File: src/core_params.svh
`ifndef CORE_PARAMS_SVH
`define CORE_PARAMS_SVH

// Data path and PC width
`define CORE_XLEN 32

// Register file address width, 32 general registers
`define CORE_REG_AW 5

// PC value after reset
`define CORE_RESET_PC 32'h8000_0000

// APB address width, byte offsets into the host register map
`define CORE_APB_AW 8

`endif

File: src/rv_isa_pkg.sv
`include "core_params.svh"

package rv_isa_pkg;

    // Major opcodes, inst[6:0]
    localparam logic [6:0] OPC_OPIMM  = 7'b0010011;
    localparam logic [6:0] OPC_AUIPC  = 7'b0010111;
    localparam logic [6:0] OPC_LUI    = 7'b0110111;
    localparam logic [6:0] OPC_SYSTEM = 7'b1110011;

    // funct3 values used by the decoder
    localparam logic [2:0] F3_ADDI = 3'b000;
    localparam logic [2:0] F3_PRIV = 3'b000;

    // imm12 field that tells ebreak apart from ecall
    localparam logic [11:0] IMM_EBREAK = 12'h001;

    // Execute command
    typedef enum logic [1:0] {
        CMD_NOP  = 2'd0,  // PC step only
        CMD_ADD  = 2'd1,  // rd = src1 + src2
        CMD_PASS = 2'd2,  // rd = src2
        CMD_HALT = 2'd3   // stop the core
    } cmd_e;

    typedef struct packed {
        logic [11:0]             imm12;
        logic [`CORE_REG_AW-1:0] rs1;
        logic [2:0]              funct3;
        logic [`CORE_REG_AW-1:0] rd;
        logic [6:0]              opcode;
    } i_fmt_t;

    typedef struct packed {
        logic [19:0]             imm20;
        logic [`CORE_REG_AW-1:0] rd;
        logic [6:0]              opcode;
    } u_fmt_t;

    // Same 32-bit word seen as I-type or U-type
    typedef union packed {
        i_fmt_t i_fmt;
        u_fmt_t u_fmt;
    } inst_u;

endpackage

File: src/core_apb_pkg.sv
`include "core_params.svh"

package core_apb_pkg;

    // Host register map, byte offsets
    localparam logic [`CORE_APB_AW-1:0] ADDR_INST     = 8'h00;  // instruction register, R/W
    localparam logic [`CORE_APB_AW-1:0] ADDR_PC       = 8'h04;  // program counter, RO
    localparam logic [`CORE_APB_AW-1:0] ADDR_STATUS   = 8'h08;  // status word, RO

    // General register n at ADDR_REG_BASE + 4*n, RO
    localparam logic [`CORE_APB_AW-1:0] ADDR_REG_BASE = 8'h80;

    // Status word bit layout
    localparam int unsigned STAT_HALTED  = 0;  // ebreak seen
    localparam int unsigned STAT_ILLEGAL = 1;  // sticky, unsupported word executed

endpackage

File: src/core_idu.sv
`include "core_params.svh"

module core_idu import rv_isa_pkg::*; (
    input  inst_u                   inst,
    output logic [`CORE_REG_AW-1:0] rs1_addr,
    output logic [`CORE_REG_AW-1:0] rd,
    output logic [`CORE_XLEN-1:0]   imm,
    output logic                    use_pc,
    output cmd_e                    cmd
);

    localparam logic [1:0] IMM_N = 2'd0;
    localparam logic [1:0] IMM_I = 2'd1;
    localparam logic [1:0] IMM_U = 2'd2;

    logic [6:0] opcode;
    logic [2:0] funct3;
    logic       reg1_ren;
    logic       wreg_ren;
    logic [1:0] imm_sel;

    // opcode and funct3 sit at the same place in both formats
    assign opcode = inst.i_fmt.opcode;
    assign funct3 = inst.i_fmt.funct3;

    // Unused fields read as x0
    assign rs1_addr = reg1_ren ? inst.i_fmt.rs1 : '0;
    assign rd       = wreg_ren ? inst.u_fmt.rd  : '0;

    always_comb begin
        case (imm_sel)
            IMM_I:   imm = {{(`CORE_XLEN-12){inst.i_fmt.imm12[11]}}, inst.i_fmt.imm12};
            IMM_U:   imm = {inst.u_fmt.imm20, {(`CORE_XLEN-20){1'b0}}};
            default: imm = '0;
        endcase
    end

    always_comb begin
        imm_sel  = IMM_N;
        cmd      = CMD_NOP;
        use_pc   = 1'b0;
        reg1_ren = 1'b0;
        wreg_ren = 1'b0;

        casez ({funct3, opcode})
            {F3_ADDI, OPC_OPIMM}: begin
                imm_sel  = IMM_I;
                cmd      = CMD_ADD;
                reg1_ren = 1'b1;
                wreg_ren = 1'b1;
            end
            {3'b???, OPC_AUIPC}: begin
                imm_sel  = IMM_U;
                cmd      = CMD_ADD;
                use_pc   = 1'b1;  // pc + imm
                wreg_ren = 1'b1;
            end
            {3'b???, OPC_LUI}: begin
                imm_sel  = IMM_U;
                cmd      = CMD_PASS;
                wreg_ren = 1'b1;
            end
            {F3_PRIV, OPC_SYSTEM}: begin
                // ecall and friends fall through as illegal
                if (inst.i_fmt.imm12 == IMM_EBREAK) begin
                    cmd = CMD_HALT;
                end
            end
            default: begin
                cmd = CMD_NOP;  // unsupported word
            end
        endcase
    end

endmodule

File: src/core_regfile.sv
`include "core_params.svh"

module core_regfile (
    input  logic                    clk,
    input  logic                    arst_n,
    input  logic [`CORE_REG_AW-1:0] rs1_addr,
    input  logic [`CORE_REG_AW-1:0] host_raddr,
    input  logic                    wen,
    input  logic [`CORE_REG_AW-1:0] waddr,
    input  logic [`CORE_XLEN-1:0]   wdata,
    output logic [`CORE_XLEN-1:0]   rs1_data,
    output logic [`CORE_XLEN-1:0]   host_rdata
);

    localparam int unsigned NREGS = 1 << `CORE_REG_AW;

    // x0 has no storage
    logic [`CORE_XLEN-1:0] regs [1:NREGS-1];

    always_ff @(posedge clk or negedge arst_n) begin
        if (!arst_n) begin
            for (int i = 1; i < NREGS; i++) begin
                regs[i] <= '0;
            end
        end else if (wen && (waddr != '0)) begin
            regs[waddr] <= wdata;
        end
    end

    // Decoder read port
    always_comb begin
        if (rs1_addr == '0) begin
            rs1_data = '0;
        end else begin
            rs1_data = regs[rs1_addr];
        end
    end

    // Host read port
    always_comb begin
        if (host_raddr == '0) begin
            host_rdata = '0;
        end else begin
            host_rdata = regs[host_raddr];
        end
    end

endmodule

File: src/core_exu.sv
`include "core_params.svh"

module core_exu import rv_isa_pkg::*; (
    input  logic                    clk,
    input  logic                    arst_n,
    input  logic                    exec_valid,
    input  logic [`CORE_XLEN-1:0]   rs1_data,
    input  logic [`CORE_REG_AW-1:0] rd,
    input  logic [`CORE_XLEN-1:0]   imm,
    input  logic                    use_pc,
    input  cmd_e                    cmd,
    output logic                    wen,
    output logic [`CORE_REG_AW-1:0] waddr,
    output logic [`CORE_XLEN-1:0]   wdata,
    output logic [`CORE_XLEN-1:0]   pc,
    output logic                    halted,
    output logic                    illegal
);

    localparam logic [`CORE_XLEN-1:0] PC_STEP = 4;

    logic [`CORE_XLEN-1:0] src1;
    logic [`CORE_XLEN-1:0] result;

    assign src1 = use_pc ? pc : rs1_data;  // auipc takes the PC

    always_comb begin
        case (cmd)
            CMD_ADD:  result = src1 + imm;
            CMD_PASS: result = imm;
            default:  result = '0;
        endcase
    end

    // Write back lands at the end of the exec cycle
    assign wen   = exec_valid && ((cmd == CMD_ADD) || (cmd == CMD_PASS));
    assign waddr = rd;
    assign wdata = result;

    always_ff @(posedge clk or negedge arst_n) begin
        if (!arst_n) begin
            pc      <= `CORE_RESET_PC;
            halted  <= 1'b0;
            illegal <= 1'b0;
        end else if (exec_valid && !halted) begin
            // ebreak keeps the PC on itself
            if (cmd == CMD_HALT) begin
                halted <= 1'b1;
            end else begin
                pc <= pc + PC_STEP;
            end

            if (cmd == CMD_NOP) begin
                illegal <= 1'b1;  // sticky until reset
            end
        end
    end

endmodule

File: src/core_host_port.sv
`include "core_params.svh"

module core_host_port import rv_isa_pkg::*, core_apb_pkg::*; (
    input  logic                    clk,
    input  logic                    arst_n,
    input  logic                    psel,
    input  logic                    penable,
    input  logic                    pwrite,
    input  logic [`CORE_APB_AW-1:0] paddr,
    input  logic [`CORE_XLEN-1:0]   pwdata,
    output logic [`CORE_XLEN-1:0]   prdata,
    output logic                    pready,
    output logic                    pslverr,
    output inst_u                   inst,
    output logic                    exec_valid,
    output logic [`CORE_REG_AW-1:0] host_raddr,
    input  logic [`CORE_XLEN-1:0]   host_rdata,
    input  logic [`CORE_XLEN-1:0]   pc,
    input  logic                    halted,
    input  logic                    illegal
);

    logic                  access;
    logic                  is_reg;
    logic                  rd_mapped;
    logic                  wr_ok;
    logic                  inst_we;
    logic [`CORE_XLEN-1:0] status;

    assign access = psel && penable;

    // 0x80..0xFC, word aligned
    assign is_reg     = (paddr >= ADDR_REG_BASE) && (paddr[1:0] == 2'b00);
    assign host_raddr = paddr[`CORE_REG_AW+1:2];

    assign rd_mapped = (paddr == ADDR_INST) || (paddr == ADDR_PC) ||
                       (paddr == ADDR_STATUS) || is_reg;

    // Only the instruction register is writable, and not once halted
    assign wr_ok   = (paddr == ADDR_INST) && !halted;
    assign inst_we = access && pwrite && wr_ok;

    assign pready  = 1'b1;  // no wait states
    assign pslverr = access && (pwrite ? !wr_ok : !rd_mapped);

    always_comb begin
        status               = '0;
        status[STAT_HALTED]  = halted;
        status[STAT_ILLEGAL] = illegal;
    end

    always_comb begin
        prdata = '0;
        if (is_reg) begin
            prdata = host_rdata;
        end else begin
            case (paddr)
                ADDR_INST:   prdata = inst;
                ADDR_PC:     prdata = pc;
                ADDR_STATUS: prdata = status;
                default:     prdata = '0;
            endcase
        end
    end

    always_ff @(posedge clk or negedge arst_n) begin
        if (!arst_n) begin
            inst       <= '0;  // decodes as a harmless nop
            exec_valid <= 1'b0;
        end else begin
            exec_valid <= inst_we;  // one cycle, APB can't issue back to back
            if (inst_we) begin
                inst <= pwdata;
            end
        end
    end

endmodule

File: src/core_top.sv
`include "core_params.svh"

module core_top import rv_isa_pkg::*; (
    input  logic                    clk,
    input  logic                    arst_n,
    input  logic                    psel,
    input  logic                    penable,
    input  logic                    pwrite,
    input  logic [`CORE_APB_AW-1:0] paddr,
    input  logic [`CORE_XLEN-1:0]   pwdata,
    output logic [`CORE_XLEN-1:0]   prdata,
    output logic                    pready,
    output logic                    pslverr
);

    inst_u                   inst;
    logic                    exec_valid;
    logic [`CORE_REG_AW-1:0] host_raddr;
    logic [`CORE_XLEN-1:0]   host_rdata;
    logic [`CORE_XLEN-1:0]   pc;
    logic                    halted;
    logic                    illegal;
    logic [`CORE_REG_AW-1:0] rs1_addr;
    logic [`CORE_XLEN-1:0]   rs1_data;
    logic [`CORE_REG_AW-1:0] rd;
    logic [`CORE_XLEN-1:0]   imm;
    logic                    use_pc;
    cmd_e                    cmd;
    logic                    wen;
    logic [`CORE_REG_AW-1:0] waddr;
    logic [`CORE_XLEN-1:0]   wdata;

    core_host_port u_host_port (
        .clk        (clk),
        .arst_n     (arst_n),
        .psel       (psel),
        .penable    (penable),
        .pwrite     (pwrite),
        .paddr      (paddr),
        .pwdata     (pwdata),
        .prdata     (prdata),
        .pready     (pready),
        .pslverr    (pslverr),
        .inst       (inst),
        .exec_valid (exec_valid),
        .host_raddr (host_raddr),
        .host_rdata (host_rdata),
        .pc         (pc),
        .halted     (halted),
        .illegal    (illegal)
    );

    // Decoder and register file see the same word in the exec cycle
    core_idu u_idu (
        .inst     (inst),
        .rs1_addr (rs1_addr),
        .rd       (rd),
        .imm      (imm),
        .use_pc   (use_pc),
        .cmd      (cmd)
    );

    core_regfile u_regfile (
        .clk        (clk),
        .arst_n     (arst_n),
        .rs1_addr   (rs1_addr),
        .host_raddr (host_raddr),
        .wen        (wen),
        .waddr      (waddr),
        .wdata      (wdata),
        .rs1_data   (rs1_data),
        .host_rdata (host_rdata)
    );

    core_exu u_exu (
        .clk        (clk),
        .arst_n     (arst_n),
        .exec_valid (exec_valid),
        .rs1_data   (rs1_data),
        .rd         (rd),
        .imm        (imm),
        .use_pc     (use_pc),
        .cmd        (cmd),
        .wen        (wen),
        .waddr      (waddr),
        .wdata      (wdata),
        .pc         (pc),
        .halted     (halted),
        .illegal    (illegal)
    );

endmodule

File: config.mk
export PLATFORM = sky130hd
export DESIGN_NAME = core_top
export DESIGN_NICKNAME = d
export VERILOG_FILES = /design/src/rv_isa_pkg.sv /design/src/core_apb_pkg.sv /design/src/core_idu.sv /design/src/core_regfile.sv /design/src/core_exu.sv /design/src/core_host_port.sv /design/src/core_top.sv
export VERILOG_INCLUDE_DIRS = /design/src
export SDC_FILE = /design/constraint.sdc
export NUM_CORES = 2
export LEC_CHECK = 0
export ABC_AREA = 1
export BUFFER_PORTS_ARGS = -buffer_cell sky130_fd_sc_hd__buf_4
export CAP_MARGIN = 20
export CORE_ASPECT_RATIO = 1.2
export CORE_MARGIN = 8
export CORE_UTILIZATION = 40
export CTS_BUF_LIST = sky130_fd_sc_hd__clkbuf_4 sky130_fd_sc_hd__clkbuf_8
export DETAILED_ROUTE_END_ITERATION = 10
export PLACE_DENSITY = 0.66
export RECOVER_POWER = 50
export SLEW_MARGIN = 0
export SYNTH_ARGS = -nofsm -noshare
export SYNTH_HDL_FRONTEND = slang
export SYNTH_HIERARCHICAL = 1
export SYNTH_SLANG_ARGS = --single-unit
File: constraint.sdc
create_clock -name clk -period 5.3 [get_ports clk]
set_input_delay 0.265 -clock clk [delete_from_list [all_inputs] [get_ports clk]]
set_output_delay 0.265 -clock clk [all_outputs]
set_load 0.005 [all_outputs]
# Word-level counts from Yosys, hierarchy flattened
# Index checks and enable logic that the tools add are counted.
# W data, S select, Z words.
# word_totals
register_bits,1059
input_bits,45
out_inout_bits,34
# classes
n_lt_le_gt_ge,5
n_eq_ne,12
n_reduce_logical,29
add_sub_neg,2
n_bitwise,4
mux,25
# ops
operator,n
$bwmux W992,1
$bmux W32 S5,2
$mux W32,9
$demux W32 S5,1
$pmux W32 S2,2
$pmux W32 S3,1
$add A32 B3 Y32 const B,1
$add A32 B32 Y32,1
$ge A6 B6 Y1 const B,3
$not A5 Y6,3
$eq A12 B1 Y1 const B,1
$eq A10 B5 Y1 const B,1
$eq A10 B7 Y1 const B,1
$logic_and A1 B1 Y1,10
$logic_not A5 Y1,2
$mux W5,2
$eq A8 B3 Y1 const B,1
$eq A8 B4 Y1 const B,1
$ge A8 B8 Y1 const B,1
$logic_not A8 Y1,1
$eq A7 B5 Y1 const B,1
$eq A7 B6 Y1 const B,1
$eq A2 B2 Y1 const B,3
$lt A6 B1 Y1 const B,1
13 further kinds,26

# Longest topological paths before layout
# logic_depth
ltp_word,12
mapped_depth,38

# Cells and area by module
# The synthesis kept the hierarchy.
# modules_own_cells
mod,instances,cells_per_inst,seq_area_each_um2,area_each_um2
core_regfile,1,9248,24823.8,58422.3
core_exu,1,833,802.0,4764.6
core_host_port,1,314,825.8,2048.2
core_idu,1,147,0.0,641.9

# Least setup slack after synthesis
# No wires, ideal clock.
# synth_path
kind,flip-flop to flip-flop
start,register u_host_port/inst[13] in the netlist's numbering
end,register u_regfile/regs[788] in the netlist's numbering
path_buffers,4
slack_ps,1016
path_stages_with_launch,34
arrival_time_ps,4201
path_cell_list,dfrtp_1 nor2_1 nand2_1 nor2_4 nand3_4 nor2_1 buf_2 clkbuf_1 clkbuf_1 nand2_1 nand2_1 nand2_1 nand3_1 nand3_1 nand2_1 nand2_1 nand2_1 inv_1 nor2_1 ha_1 inv_1 fa_1 inv_1 nand3_1 nand3_1 nand3_1 nand3_1 nand2_1 nand3b_1 nand3_1 a21oi_1 inv_1 clkbuf_1 o21ai_0
# synth_between
elab_chain_cells,12
elab_cells_between_ends,35
classes_between,add/sub (1); order compare (2); eq/ne (6); mux (16); bitwise (2); reduce/logical (8)
# synth_rtl
element,line_no,rtl
from (decl),core_host_port.sv:14,"output inst_u inst,"
from (signal assigned),core_host_port.sv:73,inst <= pwdata;
$eq A10 B5 Y1 (*),core_idu.sv:45,"casez ({funct3, opcode})"
$mux W1 (*),core_idu.sv:45,
$mux W5 (*),core_idu.sv:27,assign rs1_addr = reg1_ren ? inst.i_fmt.rs1 : '0;
net rs1_addr[0],core_top.sv:23,logic [`CORE_REG_AW-1:0] rs1_addr;
$not A5 Y6 (implied by the code),core_regfile.sv:35,rs1_data = regs[rs1_addr];
$bmux W32 S5,core_regfile.sv:35,
$mux W32 (implied by the code) (2 in series),core_regfile.sv:35,
$mux W32 (*),core_regfile.sv:32,if (rs1_addr == '0) begin
net rs1_data[0],core_top.sv:24,logic [`CORE_XLEN-1:0] rs1_data;
$mux W32 (*),core_exu.sv:25,assign src1 = use_pc ? pc : rs1_data;
$add A32 B32 Y32 (*),core_exu.sv:29,CMD_ADD: result = src1 + imm;
$pmux W32 S2 (*),core_exu.sv:28,case (cmd)
net wdata[20],core_top.sv:31,logic [`CORE_XLEN-1:0] wdata;
$bwmux W992 (*),core_regfile.sv:26,regs[waddr] <= wdata;
"to (signal, indexed assignment)",core_regfile.sv:26,
to (decl),core_regfile.sv:18,logic [`CORE_XLEN-1:0] regs [1:NREGS-1];
# Mark *: on every way through the listed nets, which the timed path passes. The rest lies on a longest branch. The select of a mux whose other input is x is not followed.
# A chain may end at the register's enable or synchronous reset.

# Worst setup path in the final report
# layout_path
start,register u_host_port/inst[3] in the netlist's numbering
end,register u_regfile/regs[721] in the netlist's numbering
# The elaborated chain is that of the path after synthesis.

==> run_results.csv <==
group,metric,value,unit
floorplan,start_util,40.2,%
placed_design,place_area,0.0702,sq mm
floorplan,die_h,461,microns
timing,fin_crit_sh,96.2,%
floorplan,core,0.164,sq mm
drt,routed_wl,292000,microns
critical_path,max_stage_delay,0.41,ns
drt,viasPerCell,5.63,
power_and_ir_drop,power.total,17.5,mW
critical_path,startpoint_type,"flop",
timing,slew-limit-headroom,-57.4,%
clock_network,cts_tree,"yes",
drt,wl_per_cell,22.8,microns
yosys,synthCells,10500,
yosys,synth_edf_count,0,
critical_path,r2r_start,"u_host_port/inst[3]",
worst_hold_path,holdCritPathClass,"input pin to flop",
critical_path,path_class,"flop to flop",
yosys,netlist_top_cells_area,"dfrtp_1 (40%), nand2_1 (29%), nand3_1 (9.7%), inv_1 (5.8%), o21ai_0 (4.4%)",
yosys,synth_top_family_by_area,"simple AND/OR/NAND/NOR gates",
drt,detail_route.iter0.violations,10200,
drt,ant_nets,0,
grt,grtUsageTotal,31.1,%
grt,grt_overflow,0,
drt,drc,0,
yosys,synthSimpleGateAreaFrac,41.1,%
clock_network,htreeDepth,4,
timing,worst_pin_slew,2.36,ns
yosys,synth_most_common_cell,"nand2_1",
layout,final_cell_area,0.0753,sq mm
floorplan,ios,79,
timing,clock.fmax,196,MHz
yosys,yosysTopAreaCell,"dfrtp_1",
yosys,synth_compound_area_share,7.04,%
yosys,synth.avg_cell_area,6.25,sq um
clock_network,cts.path.max_buffers,3,
layout,area_growth,14.3,%
yosys,synth_common_cells,"nand2_1 (5083), nand3_1 (1278), dfrtp_1 (1056), inv_1 (1026), o21ai_0 (577)",
critical_path,crit_slowest_cell,"dfrtp_1",
status,status,"complete, but fails checks",
critical_path,worstPathArrival,5.93,ns
placed_design,dp_hpwl,170000,microns
clock_network,cts_made_buffers,178,
layout,register_area,0.0265,sq mm
floorplan,die_w,386,microns
timing,setup_viol_count_final,0,
drt,drt_pass1_iterations,8,
clock_network,insertion_delay,0.99,ns
clock_network,cts_root_buf,"clkbuf_8",
yosys,synth_area,0.0659,sq mm
yosys,synthXorXnorAreaFrac,0.399,%
placed_design,gp_congestion,0.989,
critical_path,cp-end-kind,"flop",
yosys,synth_fa_ha_area_share,0.771,%
grt,grt_pass1_wl,425000,microns
timing,slew_violations,721,
yosys,synth.mux.area_fraction,0.222,%
yosys,synthFlopType,"dfrtp_1",
power_and_ir_drop,cellPowerDensity,232,mW/mm^2
layout,nets,10600,
timing,hold_ws,0.0789,ns
critical_path,crit_fanout,31,
timing,min_period,5.10,ns
power_and_ir_drop,leakage,38.5,nW
timing,skew,0.0783,ns
timing,hold_viol_final,0,
job,maxCapViolations,9,
grt,antenna_found_initial,11,
critical_path,cpMostUsedCell,"nand2_1",
yosys,ys.warnings.count,6,
floorplan,dieArea,0.178,sq mm
worst_hold_path,min_path_cells,4,
critical_path,regToRegEndpoint,"u_regfile/regs[721]",
clock_network,cts.sinks,1057,
yosys,ys_async_sr_fraction,100,%
grt,grt_max_degree,169,
yosys,synth-seq-cells,1057,
floorplan,rows,163,
critical_path,r2r.worst_path.cells,32,
layout,drive_gt1_share,8.48,%
worst_hold_path,hold_end,"u_host_port/inst[22]",
placed_design,portBuffers,77,
yosys,synth_cell_type_count,39,
critical_path,crit_required,6.14,ns
power_and_ir_drop,ir_drop,0.274,mV
yosys,synth-seq-area-share,40.2,%
critical_path,reg2reg_slack,0.20,ns
drt,vias,72000,
layout,multiInputGateArea,0.0330,sq mm
grt,grt_pass1_vias,66400,
worst_hold_path,worstHoldStart,"pwdata[22]",
layout,fillCellCount,16700,
status,violations,"max-capacitance violations, max-slew violations",
yosys,yosysTopAreaCellShare,40.1,%
clock_network,clk_pin_slew,0.06,ns
## power breakdown
part,internal (mW),switching (mW)
clock,4.55,3.72
combinational,0.258,0.867
sequential,8.08,0.00718
total,12.9,4.59
## worst max-delay path by stage
stage	depth (start not counted)	end	slack, ns	startpoint
2_1_floorplan	33	u_regfile/regs[788]	1.02	u_host_port/inst[13]
3_3_place_gp	34	u_regfile/regs[760]	-0.19	u_host_port/inst[3]
3_5_place_dp	35	u_regfile/regs[600]	-0.12	u_host_port/inst[1]
4_1_cts	35	u_regfile/regs[728]	0.01	u_host_port/inst[1]
5_1_grt	37	u_regfile/regs[628]	-0.04	u_host_port/inst[3]
6_report	32	u_regfile/regs[721]	0.20	u_host_port/inst[3]
## what timing repair did
action | 4_1_cts | 5_1_grt
hold buffers | 47 | 0
buffers inserted | 6 | 14
hold endpoints to repair | 120 | 0
endpoints found under the setup margin | 37 | 722
resized for setup | 1 | 80
pin swaps | 1 | 9
cloned | 0 | 11
## kinds of logic after synthesis
group	Yosys count
AO/OA/AOI/OAI	922
XOR/XNOR	30
adder cells (fa/ha/maj)	40
buffers and inverters	1755
flip-flops	1057
multiplexers	13
other	2
AND/OR/NAND/NOR	6723
## routing by layer
| layer | track usage (%) | vias up | share of wire (%) |
|---|---|---|---|
| met5 | 0 | - | 0.020 |
| met1 | 39.4 | 33600 | 37 |
| li1 | - | 32400 | - |
| met3 | 7.68 | 1179 | 13 |
| met2 | 47.3 | 4823 | 42 |
| met4 | 20.6 | 10 | 7.8 |
## stage by stage
stage	setup TNS (ns)	std cells	utilization, %	setup slack, ns
detailed placement	-1.64	12400	42.8	-0.119
global placement	-5.01	12400	42.8	-0.188
finish	0	12800	45.9	0.203
global route	-0.231	12800	45.9	-0.0420
floorplan	0	10500	-	1.02
CTS	0	12800	45.6	0.0122
## cell type report
cell class / instances / share of cell area [%]
inverter: 1045 / 5.28
clock inverter: 36 / 0.399
timing repair buffer: 486 / 6.82
multi-input combinational: 7731 / 43.9
antenna: 7 / 0.0233
clock buffer: 286 / 4.90
tap: 2145 / 3.56
timing repair inverter: 2 / 0.0199
sequential: 1057 / 35.1
## critical path, delay by kind of cell, from the launching register on
kind	cells	cell delay (ns)
adder cells (fa/ha/maj)	1	0.39
AO/OA/AOI/OAI	3	0.48
flip-flops	1	0.41
AND/OR/NAND/NOR	20	2.37
buffers and inverters	8	1.26
## placed cells by master (no fill, tap or decap), drive strengths merged, types with 7 or more instances in the layout
master / count
mux2: 13
nor2: 312
a21oi: 321
nand4: 8
nor3: 20
clkbuf: 310
inv: 1045
buf: 416
clkinv: 26
nand3: 1284
dlygate4sd3: 46
xor2: 26
clkinvlp: 9
ha: 39
diode: 7
dfrtp: 1056
nand2: 5087
o21ai: 592
## sequential cells by signal, summed over array words and instances (netlist names)
signal,flops
u_exu/halted,1
u_exu/illegal,1
u_exu/pc,30
u_host_port/exec_valid,1
u_host_port/inst,32
u_regfile/regs,992
No activity file was read; power rests on OpenSTA's default activity.
